$ cat config.mk
export PLATFORM = sky130hd
export DESIGN_NAME = exec_unit
export DESIGN_NICKNAME = d
export VERILOG_FILES = /design/src/logic/ex_pkg.sv /design/src/logic/ex_control.sv /design/src/logic/operand_select.sv /design/src/logic/exec_alu.sv /design/src/logic/branch_unit.sv /design/src/logic/exec_unit.sv
export SDC_FILE = /design/constraint.sdc
export NUM_CORES = 1
export LEC_CHECK = 0
export BUFFER_PORTS_ARGS = -buffer_cell sky130_fd_sc_hd__buf_2
export CAP_MARGIN = 20
export CORE_MARGIN = 2
export CORE_UTILIZATION = 43
export CTS_CLUSTER_DIAMETER = 30
export DETAILED_ROUTE_END_ITERATION = 8
export PLACE_DENSITY = 0.62
export SLEW_MARGIN = 0
export SYNTH_ARGS = -nofsm -noshare
export SYNTH_HDL_FRONTEND = slang
export SYNTH_SLANG_ARGS = --single-unit
$ cat constraint.sdc
create_clock -name clk -period 5.1 [get_ports clk]
set_input_delay 0.255 -clock clk [delete_from_list [all_inputs] [get_ports clk]]
set_output_delay 0.255 -clock clk [all_outputs]
set_load 0.02 [all_outputs]
$ cat src/logic/ex_pkg.sv
// Shared types for the 12-bit execute unit; opcode values are unique across sets so one enum covers all
package ex_pkg;

    // Data, address and program counter width
    typedef logic [11:0] word_t;

    // Raw immediate field of an instruction
    typedef logic [5:0] imm_t;

    // Z/N/C/V flag register
    typedef logic [3:0] flags_t;

    // Shift amount taken from the operand's low bits
    typedef logic [3:0] shamt_t;

    // Bit position of each flag inside flags_t
    localparam int unsigned flag_z = 3;
    localparam int unsigned flag_n = 2;
    localparam int unsigned flag_c = 1;
    localparam int unsigned flag_v = 0;

    typedef enum logic [1:0] {
        iset_r = 2'd0,
        iset_i = 2'd1,
        iset_s = 2'd2
    } iset_e;

    // R and I sets share the ALU names, li/lis are I set only,
    // the last three codes belong to the S set
    typedef enum logic [3:0] {
        op_mov   = 4'd0,
        op_add   = 4'd1,
        op_sub   = 4'd2,
        op_not   = 4'd3,
        op_and   = 4'd4,
        op_or    = 4'd5,
        op_xor   = 4'd6,
        op_sl    = 4'd7,
        op_sr    = 4'd8,
        op_bcc   = 4'd9,
        op_st    = 4'd10,
        op_li    = 4'd11,
        op_lis   = 4'd12,
        op_srmov = 4'd13,
        op_srbcc = 4'd14,
        op_hlt   = 4'd15
    } opcode_e;

    // Codes 7 to 15 are never taken
    typedef enum logic [3:0] {
        bcc_ra = 4'd0,
        bcc_eq = 4'd1,
        bcc_ne = 4'd2,
        bcc_lt = 4'd3,
        bcc_gt = 4'd4,
        bcc_le = 4'd5,
        bcc_ge = 4'd6
    } bcc_e;

    typedef enum logic [1:0] {
        st_idle    = 2'd0,
        st_ack     = 2'd1,
        st_halted  = 2'd2
    } ctrl_state_e;

endpackage

$ cat src/logic/ex_control.sv
// Four-phase req/ack slave; req must stay high until ack rises, only reset leaves the halted state
`timescale 1ns/10ps

module ex_control (
    input  logic               clk,
    input  logic               rst,
    input  logic               req,
    input  ex_pkg::opcode_e    opcode,
    input  ex_pkg::iset_e      iset,
    output logic               ack,
    output logic               halted,
    output logic               load
);

    ex_pkg::ctrl_state_e state;
    ex_pkg::ctrl_state_e state_next;

    // Set when the accepted instruction is a halt
    logic halt_pend;
    logic is_hlt;

    assign is_hlt = (iset == ex_pkg::iset_s) && (opcode == ex_pkg::op_hlt);

    // Datapath captures in the same cycle the request is accepted
    assign load = (state == ex_pkg::st_idle) && req;

    assign ack    = (state == ex_pkg::st_ack);
    assign halted = (state == ex_pkg::st_halted);

    always_comb begin
        state_next = state;
        case (state)
            ex_pkg::st_idle: begin
                if (req) begin
                    state_next = ex_pkg::st_ack;
                end
            end
            ex_pkg::st_ack: begin
                // Wait for the requester to drop req before closing
                if (!req) begin
                    if (halt_pend) begin
                        state_next = ex_pkg::st_halted;
                    end else begin
                        state_next = ex_pkg::st_idle;
                    end
                end
            end
            ex_pkg::st_halted: begin
                state_next = ex_pkg::st_halted;
            end
            default: begin
                state_next = ex_pkg::st_idle;
            end
        endcase
    end

    always_ff @(posedge clk or posedge rst) begin
        if (rst) begin
            state <= ex_pkg::st_idle;
        end else begin
            state <= state_next;
        end
    end

    always_ff @(posedge clk or posedge rst) begin
        if (rst) begin
            halt_pend <= 1'b0;
        end else if (load) begin
            halt_pend <= is_hlt;
        end
    end

    // No new request is accepted while the current one is still acknowledged
    a_no_load_in_ack: assert property (
        @(posedge clk) disable iff (rst)
        !(load && ack)
    ) else $error("load high while ack is high");

    // Once halted the unit never acknowledges again
    a_halt_no_ack: assert property (
        @(posedge clk) disable iff (rst)
        halted |=> !ack
    ) else $error("ack raised after halt");

endmodule

$ cat src/logic/operand_select.sv
// Immediate register updates only on I-set li/lis; operand always sees the value before this update
`timescale 1ns/10ps

module operand_select (
    input  logic               clk,
    input  logic               rst,
    input  logic               load,
    input  ex_pkg::iset_e      iset,
    input  ex_pkg::opcode_e    opcode,
    input  ex_pkg::imm_t       imm_val,
    input  logic               imm_hilo,
    input  logic               imm_en,
    input  ex_pkg::word_t      src_data,
    output ex_pkg::word_t      operand,
    output ex_pkg::word_t      imm_reg
);

    ex_pkg::word_t imm_next;
    logic          is_li;
    logic          is_lis;

    assign is_li  = (iset == ex_pkg::iset_i) && (opcode == ex_pkg::op_li);
    assign is_lis = (iset == ex_pkg::iset_i) && (opcode == ex_pkg::op_lis);

    always_comb begin
        imm_next = imm_reg;
        if (is_li) begin
            // Half load keeps the other half untouched
            if (imm_hilo) begin
                imm_next = {imm_val, imm_reg[5:0]};
            end else begin
                imm_next = {imm_reg[11:6], imm_val};
            end
        end else if (is_lis) begin
            imm_next = {{6{imm_val[5]}}, imm_val};
        end
    end

    always_ff @(posedge clk or posedge rst) begin
        if (rst) begin
            imm_reg <= '0;
        end else if (load) begin
            imm_reg <= imm_next;
        end
    end

    // Source operand for the ALU
    assign operand = imm_en ? imm_reg : src_data;

endmodule

$ cat src/logic/exec_alu.sv
// ALU for the R and I sets; S-set and branch instructions give a zero result and keep the flags
`timescale 1ns/10ps

module exec_alu (
    input  logic               clk,
    input  logic               rst,
    input  logic               load,
    input  ex_pkg::iset_e      iset,
    input  ex_pkg::opcode_e    opcode,
    input  logic               sgn_en,
    input  ex_pkg::word_t      operand,
    input  ex_pkg::word_t      tgt_data,
    input  ex_pkg::word_t      src_data,
    input  ex_pkg::word_t      imm_reg,
    output ex_pkg::word_t      result,
    output ex_pkg::word_t      store_data,
    output ex_pkg::flags_t     flags
);

    ex_pkg::word_t  res_d;
    ex_pkg::word_t  store_d;
    ex_pkg::flags_t flags_d;
    ex_pkg::shamt_t shamt;
    logic [12:0]    sum;
    logic           carry;
    logic           ovf;
    logic           flag_wr;
    logic           alu_set;

    assign alu_set = (iset == ex_pkg::iset_r) || (iset == ex_pkg::iset_i);
    assign shamt   = operand[3:0];

    always_comb begin
        res_d   = '0;
        store_d = '0;
        sum     = '0;
        carry   = 1'b0;
        ovf     = 1'b0;
        flag_wr = 1'b0;
        if (alu_set) begin
            case (opcode)
                ex_pkg::op_mov: begin
                    res_d   = operand;
                    flag_wr = 1'b1;
                end
                ex_pkg::op_add: begin
                    sum     = {1'b0, tgt_data} + {1'b0, operand};
                    res_d   = sum[11:0];
                    carry   = sum[12];
                    ovf     = (tgt_data[11] == operand[11]) && (res_d[11] != tgt_data[11]);
                    flag_wr = 1'b1;
                end
                ex_pkg::op_sub: begin
                    // Two's complement add where carry set means no borrow
                    sum     = {1'b0, tgt_data} + {1'b0, ~operand} + 13'd1;
                    res_d   = sum[11:0];
                    carry   = sum[12];
                    ovf     = (tgt_data[11] != operand[11]) && (res_d[11] != tgt_data[11]);
                    flag_wr = 1'b1;
                end
                ex_pkg::op_not: begin
                    res_d   = ~tgt_data;
                    flag_wr = 1'b1;
                end
                ex_pkg::op_and: begin
                    res_d   = tgt_data & operand;
                    flag_wr = 1'b1;
                end
                ex_pkg::op_or: begin
                    res_d   = tgt_data | operand;
                    flag_wr = 1'b1;
                end
                ex_pkg::op_xor: begin
                    res_d   = tgt_data ^ operand;
                    flag_wr = 1'b1;
                end
                ex_pkg::op_sl: begin
                    res_d   = tgt_data << shamt;
                    flag_wr = 1'b1;
                end
                ex_pkg::op_sr: begin
                    if (sgn_en) begin
                        res_d = ex_pkg::word_t'($signed(tgt_data) >>> shamt);
                    end else begin
                        res_d = tgt_data >> shamt;
                    end
                    flag_wr = 1'b1;
                end
                ex_pkg::op_st: begin
                    // Address comes from the target register
                    res_d   = tgt_data;
                    store_d = (iset == ex_pkg::iset_i) ? imm_reg : src_data;
                end
                default: begin
                    res_d = '0;
                end
            endcase
        end
    end

    always_comb begin
        flags_d                 = '0;
        flags_d[ex_pkg::flag_z] = (res_d == '0);
        flags_d[ex_pkg::flag_n] = res_d[11];
        flags_d[ex_pkg::flag_c] = carry;
        flags_d[ex_pkg::flag_v] = ovf;
    end

    always_ff @(posedge clk or posedge rst) begin
        if (rst) begin
            result     <= '0;
            store_data <= '0;
            flags      <= '0;
        end else if (load) begin
            result     <= res_d;
            store_data <= store_d;
            if (flag_wr) begin
                flags <= flags_d;
            end
        end
    end

    // Flags only move on a transaction accepted by the control FSM
    a_flags_hold: assert property (
        @(posedge clk) disable iff (rst)
        !load |=> $stable(flags)
    ) else $error("flags changed without load");

endmodule

$ cat src/logic/branch_unit.sv
// Conditions use the flag register from before the instruction; unknown condition codes are not taken
`timescale 1ns/10ps

module branch_unit (
    input  logic               clk,
    input  logic               rst,
    input  logic               load,
    input  ex_pkg::iset_e      iset,
    input  ex_pkg::opcode_e    opcode,
    input  ex_pkg::bcc_e       bcc,
    input  ex_pkg::flags_t     flags,
    input  ex_pkg::word_t      pc,
    input  ex_pkg::word_t      lr,
    input  ex_pkg::word_t      tgt_data,
    input  ex_pkg::word_t      imm_reg,
    input  ex_pkg::imm_t       imm_val,
    output logic               branch_taken,
    output ex_pkg::word_t      next_pc
);

    logic          cond;
    logic          lt;
    logic          taken_d;
    ex_pkg::word_t next_pc_d;

    assign lt = flags[ex_pkg::flag_n] ^ flags[ex_pkg::flag_v];

    always_comb begin
        case (bcc)
            ex_pkg::bcc_ra: cond = 1'b1;
            ex_pkg::bcc_eq: cond = flags[ex_pkg::flag_z];
            ex_pkg::bcc_ne: cond = !flags[ex_pkg::flag_z];
            ex_pkg::bcc_lt: cond = lt;
            ex_pkg::bcc_gt: cond = !flags[ex_pkg::flag_z] && !lt;
            ex_pkg::bcc_le: cond = flags[ex_pkg::flag_z] || lt;
            ex_pkg::bcc_ge: cond = !lt;
            default:        cond = 1'b0;
        endcase
    end

    always_comb begin
        taken_d   = 1'b0;
        next_pc_d = pc;
        if (iset == ex_pkg::iset_r && opcode == ex_pkg::op_bcc) begin
            // Absolute jump through the target register
            taken_d = cond;
            if (cond) begin
                next_pc_d = tgt_data;
            end
        end else if (iset == ex_pkg::iset_i && opcode == ex_pkg::op_bcc) begin
            taken_d = cond;
            if (cond) begin
                next_pc_d = pc + {{6{imm_reg[5]}}, imm_reg[5:0]};
            end
        end else if (iset == ex_pkg::iset_s && opcode == ex_pkg::op_srbcc) begin
            // Return style branch relative to the link register
            taken_d = cond;
            if (cond) begin
                next_pc_d = lr + {{6{imm_val[5]}}, imm_val};
            end
        end
        // srmov falls through with next_pc = pc for the link save
    end

    always_ff @(posedge clk or posedge rst) begin
        if (rst) begin
            branch_taken <= 1'b0;
            next_pc      <= '0;
        end else if (load) begin
            branch_taken <= taken_d;
            next_pc      <= next_pc_d;
        end
    end

endmodule

$ cat src/logic/exec_unit.sv
// Execute unit top; outputs are valid while ack is high and hold until the next accepted request
`timescale 1ns/10ps

module exec_unit (
    input  logic               clk,
    input  logic               rst,
    input  logic               req,
    output logic               ack,
    output logic               halted,
    input  ex_pkg::iset_e      iset,
    input  ex_pkg::opcode_e    opcode,
    input  ex_pkg::bcc_e       bcc,
    input  ex_pkg::imm_t       imm_val,
    input  logic               imm_hilo,
    input  logic               imm_en,
    input  logic               sgn_en,
    input  ex_pkg::word_t      pc,
    input  ex_pkg::word_t      lr,
    input  ex_pkg::word_t      src_data,
    input  ex_pkg::word_t      tgt_data,
    output ex_pkg::word_t      result,
    output ex_pkg::flags_t     flags,
    output ex_pkg::word_t      store_data,
    output logic               branch_taken,
    output ex_pkg::word_t      next_pc
);

    logic          load;
    ex_pkg::word_t operand;
    ex_pkg::word_t imm_reg;

    ex_control control_i (
        .clk     (clk),
        .rst     (rst),
        .req     (req),
        .opcode  (opcode),
        .iset    (iset),
        .ack     (ack),
        .halted  (halted),
        .load    (load)
    );

    operand_select operands_i (
        .clk      (clk),
        .rst      (rst),
        .load     (load),
        .iset     (iset),
        .opcode   (opcode),
        .imm_val  (imm_val),
        .imm_hilo (imm_hilo),
        .imm_en   (imm_en),
        .src_data (src_data),
        .operand  (operand),
        .imm_reg  (imm_reg)
    );

    exec_alu alu_i (
        .clk        (clk),
        .rst        (rst),
        .load       (load),
        .iset       (iset),
        .opcode     (opcode),
        .sgn_en     (sgn_en),
        .operand    (operand),
        .tgt_data   (tgt_data),
        .src_data   (src_data),
        .imm_reg    (imm_reg),
        .result     (result),
        .store_data (store_data),
        .flags      (flags)
    );

    // Flags feed back unregistered, so branches see the pre-instruction value
    branch_unit branch_i (
        .clk          (clk),
        .rst          (rst),
        .load         (load),
        .iset         (iset),
        .opcode       (opcode),
        .bcc          (bcc),
        .flags        (flags),
        .pc           (pc),
        .lr           (lr),
        .tgt_data     (tgt_data),
        .imm_reg      (imm_reg),
        .imm_val      (imm_val),
        .branch_taken (branch_taken),
        .next_pc      (next_pc)
    );

endmodule

* After elaboration in Yosys (flattened, before gate mapping)
Cells that the tools add are included.
** Cells by class
- Bitwise operators :: 6
- Equality and inequality tests :: 32
- Reductions and logical operators :: 25
- Mux-type cells :: 30
- Shift-type cells :: 3
- Add/sub/neg operators :: 5
** Operators by type and width (number)
- $mux W12 :: 15
- $pmux W12 S10 :: 1
- $eq A4 B3 Y1 const B :: 7
- $eq A4 B4 Y1 const B :: 7
- $add A12 B12 Y13 :: 2
- $add A12 B12 Y12 :: 2
- $not A12 Y12 :: 2
- $eq A4 B2 Y1 const B :: 4
- $add A13 B1 Y13 const B :: 1
- $and A12 B12 Y12 :: 1
- $logic_not A12 Y1 :: 1
- $or A12 B12 Y12 :: 1
- $shl A12 B4 Y12 :: 1
- $shr A12 B4 Y12 :: 1
- $sshr A12 B4 Y12 :: 1
- $xor A12 B12 Y12 :: 1
- $logic_and A1 B1 Y1 :: 10
- $reduce_or A9 Y1 :: 1
- $eq A4 B1 Y1 const B :: 2
- $logic_not A4 Y1 :: 2
- $ne A2 B2 Y1 const B :: 4
- $mux W1 :: 7
- $pmux W1 S7 :: 1
- $mux W2 :: 3
- other kinds (13) :: 23
** Word-level totals
- Input bits :: 70
- Word-level logic and storage cells :: 110
- Register bits :: 56

* Depth between registers and ports, before layout
- Depth in word-level cells :: 8
- Gate-level depth with buffers :: 15

* Hierarchy
From an unflattened synthesis, not the netlist that was laid out.
** Unflattened totals
- Cell total of the unflattened synthesis :: 895
- Area total of the unflattened synthesis :: 7649.8 µm²
** By module, submodules not included
- exec_alu :: area each 4775.8 µm², instances 1, cells each 574
- branch_unit :: area each 2016.9 µm², instances 1, cells each 255
- operand_select :: area each 704.4 µm², instances 1, cells each 53
- ex_control :: area each 152.6 µm², instances 1, cells each 13

* Worst setup path after synthesis
OpenSTA, ideal clock, no wires.
- Path type :: input-to-reg
- Start :: input imm_en
- End :: register alu_i.flags[3]
- Cell stages on the path :: 15
- Slack :: 1.691 ns
- Arrival time :: 3.342 ns
- Buffers on the path :: 2
- Required time :: 5.033 ns
- Cell sequence :: buf_6 > mux2i_4 > inv_2 > buf_6 > ha_1 > fa_1 > a21oi_1 > o22ai_1 > o41ai_1 > or3_1 > a21oi_1 > o32a_1 > o21ai_1 > and4bb_1 > a32o_1
** On the way
- Word-level cells in the longest chain between the ends :: 7
- Elaborated cells between the ends (all ways) :: 15
** Ends and longest elaborated chain
- start, declared :: line exec_unit.sv:15 : input logic imm_en,
- $mux W12 (*) :: line operand_select.sv:48 : assign operand = imm_en ? imm_reg : src_data;
- $not A12 Y12 :: line exec_alu.sv:55 : sum = {1'b0, tgt_data} + {1'b0, ~operand} + 13'd1;
- $add A12 B12 Y13 :: line exec_alu.sv:55
- $add A13 B1 Y13 :: line exec_alu.sv:55
- $pmux W12 S10 (*) :: line exec_alu.sv:41 : case (opcode)
- $mux W12 (*) :: line exec_alu.sv:40 : if (alu_set) begin
- $logic_not A12 Y1 (*) :: line exec_alu.sv:103 : flags_d[ex_pkg::flag_z] = (res_d == '0);
- end signal, assigned :: line exec_alu.sv:118 : flags <= flags_d;
- end, declared :: line exec_alu.sv:17 : output ex_pkg::flags_t flags
Mark *: on every way between the ends. The rest lies on a longest branch, timed or not.
A chain may end at the register's enable or synchronous reset.

* Worst setup path in the final report
Same ends and word-level chain as after synthesis.

==> impl_metrics.yaml <==
yosys:
  synth_cell_types: 81
  yosys_warnings: 0
  synth_fp_nets: 1064
  postSynthAreaPerCell_um2: 7.64
  yosys.area.top_type_share_pct: 19.8
  synth_seq_cells: 56
  async_flop_share_pct: 100
  syn_area_um2: 7070
  synth.area.top_cells: "dfrtp_1, ha_1, o21ai_0, nand2_1, mux2i_1"
  syn-instance-count: 925
  synth_ff_type: "dfrtp_1"
  synth-edff-count: 0
  yosys.area.top_type: "dfrtp_1"
  ys_seq_area_share_pct: 19.8
worst_setup_path:
  crit_required_ps: 5330
  critPathMaxStageDelay_ps: 540
  cp_common_cell: "a21oi_1"
  worstSetupPathType: "in2reg"
  start_kind: "input pin"
  end_kind: "flip-flop"
  worst_path_max_delay_cell: "o41ai_1"
  worstPathMaxFanout: 14
  critPathArrivalTime_ps: 4000
  crit_chain: "buf_2 > mux2i_4 > inv_2 > ha_1 > fa_1 > a21oi_1 > o22ai_1 > o41ai_1 > or3_1 > a21oi_1 > o32a_1 > o21ai_1 > and4bb_1 > a32o_1"
power_and_ir_drop:
  power.leakage_nw: 3.62
  finalPower_mw: 1.80
  peakVddDrop_mv: 0.137
  p_sw_mw: 0.790
  p_int_mw: 1.01
  clkPwrFrac_pct: 20.4
  pwr-share-seq_pct: 29.5
  switching_share_pct: 43.9
  powerDensity_nw_per_um2: 226
  pwr-share-comb_pct: 50.2
layout:
  drive_above_1_share_pct: 16.6
  seq_area_um2: 1400
  fin_cells: 1220
  area_delta_synth_final_pct: 12.4
  diodes: 0
  final_common_cell: "buf_2"
  final_cell_mix: "buf_2, nand2_1, o21ai_0"
  num-fill-cells: 1672
  multiInputGateArea_um2: 5230
  fin_nets: 1142
clock_network:
  clock_path_buffers: 2
  post_cts_resized: 0
  cts_sinks: 56
  clkLatencyLatePin_ps: 310
  cts_tree: "done"
  cts_setup_buffers: 0
  cts_root_buf: "clkbuf_16"
  cts_hold_repair.buffers: 0
  cts_buffers: 5
  h-tree-depth: 2
  clk_pin_slew_ps: 90
sta:
  fmax_mhz: 265
  rsz0062_at_grt: "no"
  post-route-min-period_ps: 3770
  clock-skew-final_ps: 14.8
  final-hold-violation-count: 0
  slew_headroom_pct: 23.7
  fin_crit_sh_pct: 73.9
  fin_setup_tns_ps: 0
  setup_viol: 0
  hold_ws_ps: 167
  max_slew.worst_pin.slew_ps: 1140
  finalMaxSlewViolations: 0
  fin_ws_ps: 1330
floorplanning:
  fp-row-count: 46
  core-area_um2: 16000
  die_area_um2: 17500
  start_util_pct: 44.2
  die_h_um: 132
  io-pin-count: 113
  dieWidth_um: 132
global_route:
  grt_pass1_wl_mm: 41.9
  grt_pass1_vias: 7147
  grt_overflow_total: 0
  grt_usage_pct: 30.7
  antenna_found_initial: 1
  grt_max_degree: 57
drt:
  drc: 0
  routedWlPerCell_um: 22.5
  wl_mm: 27.4
  ant_nets: 0
  dr_total_vias: 7619
  viasPerCell: 6.25
  drt_iter0_drc: 730
  drt_pass1_iterations: 5
status:
  status: "completed"
placed_design:
  gp_congestion: 0.991
  dp_cells: 1212
  place_hpwl_mm: 21.5
  place_ws_ps: 1100
  io_buffers: 112
hold_path:
  hold_path.class: "in2async"
flow_run:
  drv_cap: 0
==> kinds of logic after synthesis <==
kind of cell             count (synthesis)  synth area share [%]
multiplexers                            53                  9.45
XOR/XNOR                                26                  3.22
adder cells (fa/ha/maj)                 69                  12.6
flip-flops                              56                  19.8
AO/OA/AOI/OAI                          302                  27.9
AND/OR/NAND/NOR                        304                  20.5
buffers and inverters                  115                  6.44
==> layer usage <==
layer / part of all wire (%) / track usage [%] / vias up
met5: 0.036 / 0 / -
met4: 2.8 / 8.54 / 2
met3: 7.9 / 6.77 / 48
met2: 45 / 49.9 / 360
met1: 44 / 41.2 / 3631
li1: - / - / 3578
==> per-stage QoR <==
step	util [%]	instance area (um2)
floorplan	-	7070
global placement	48.7	7790
detailed placement	48.7	7790
CTS	49.6	7940
global route	49.6	7940
finish	49.6	7940
==> layout make-up <==
class | count | share of cell area [%]
inverter | 61 | 2.91
clock buffer | 5 | 1.58
timing repair buffer | 125 | 8.29
sequential | 56 | 17.6
clock inverter | 3 | 0.347
tap | 216 | 3.40
multi-input combinational | 754 | 65.8
==> power by group through the flow <==
stage | combinational [mW] | clock [mW] | sequential [mW]
after floorplan | 0.580 | 0 | 0.563
after global placement | 0.890 | 0 | 0.538
after detailed placement | 0.884 | 0 | 0.538
after CTS | 0.888 | 0.374 | 0.530
after global routing | 0.980 | 0.392 | 0.536
final | 0.902 | 0.366 | 0.530
==> synth_stat cells (11+ instances only) <==
| library cell | n |
|---|---|
| nand2_1 | 104 |
| o21ai_0 | 85 |
| nor2_1 | 81 |
| ha_1 | 65 |
| a21oi_1 | 60 |
| dfrtp_1 | 56 |
| inv_1 | 56 |
| clkbuf_1 | 47 |
| mux2i_1 | 35 |
| nor3_1 | 23 |
| xnor2_1 | 22 |
| nand3_1 | 21 |
| a31oi_1 | 17 |
| o22ai_1 | 17 |
| nor2b_1 | 14 |
| o211ai_1 | 12 |
| a221oi_1 | 11 |
| or3_1 | 11 |
==> path summary, 6_finish.rpt <==
kind                                              startpoint                         endpoint  slack [ps]  cells after the start
max                                                   imm_en       alu_i.flags[3]$_DFFE_PP0P_        1330                     14
max reg2reg                operands_i.imm_reg[2]$_DFFE_PP0P_       alu_i.flags[3]$_DFFE_PP0P_        1350                     13
max in group asynchronous                                rst  branch_i.next_pc[4]$_DFFE_PP0P_        4460                      3
min                                                      rst  branch_i.next_pc[3]$_DFFE_PP0P_         170                      3
min reg2reg                  alu_i.store_data[8]$_DFFE_PP0P_  alu_i.store_data[8]$_DFFE_PP0P_         470                      2
min in group clk                                         req   control_i.state[0]$_DFFE_PP0P_         210                      3
==> critical path: cells and delay by family <==
family                     cells  cell delay (ps)
muxes                          1              340
AOI/OAI and AO/OA              7             1680
buffers and inverters          2              570
adders and majority gates      2              730
and+or+nand+nor                2              430
(Power assumes the default switching activity.)
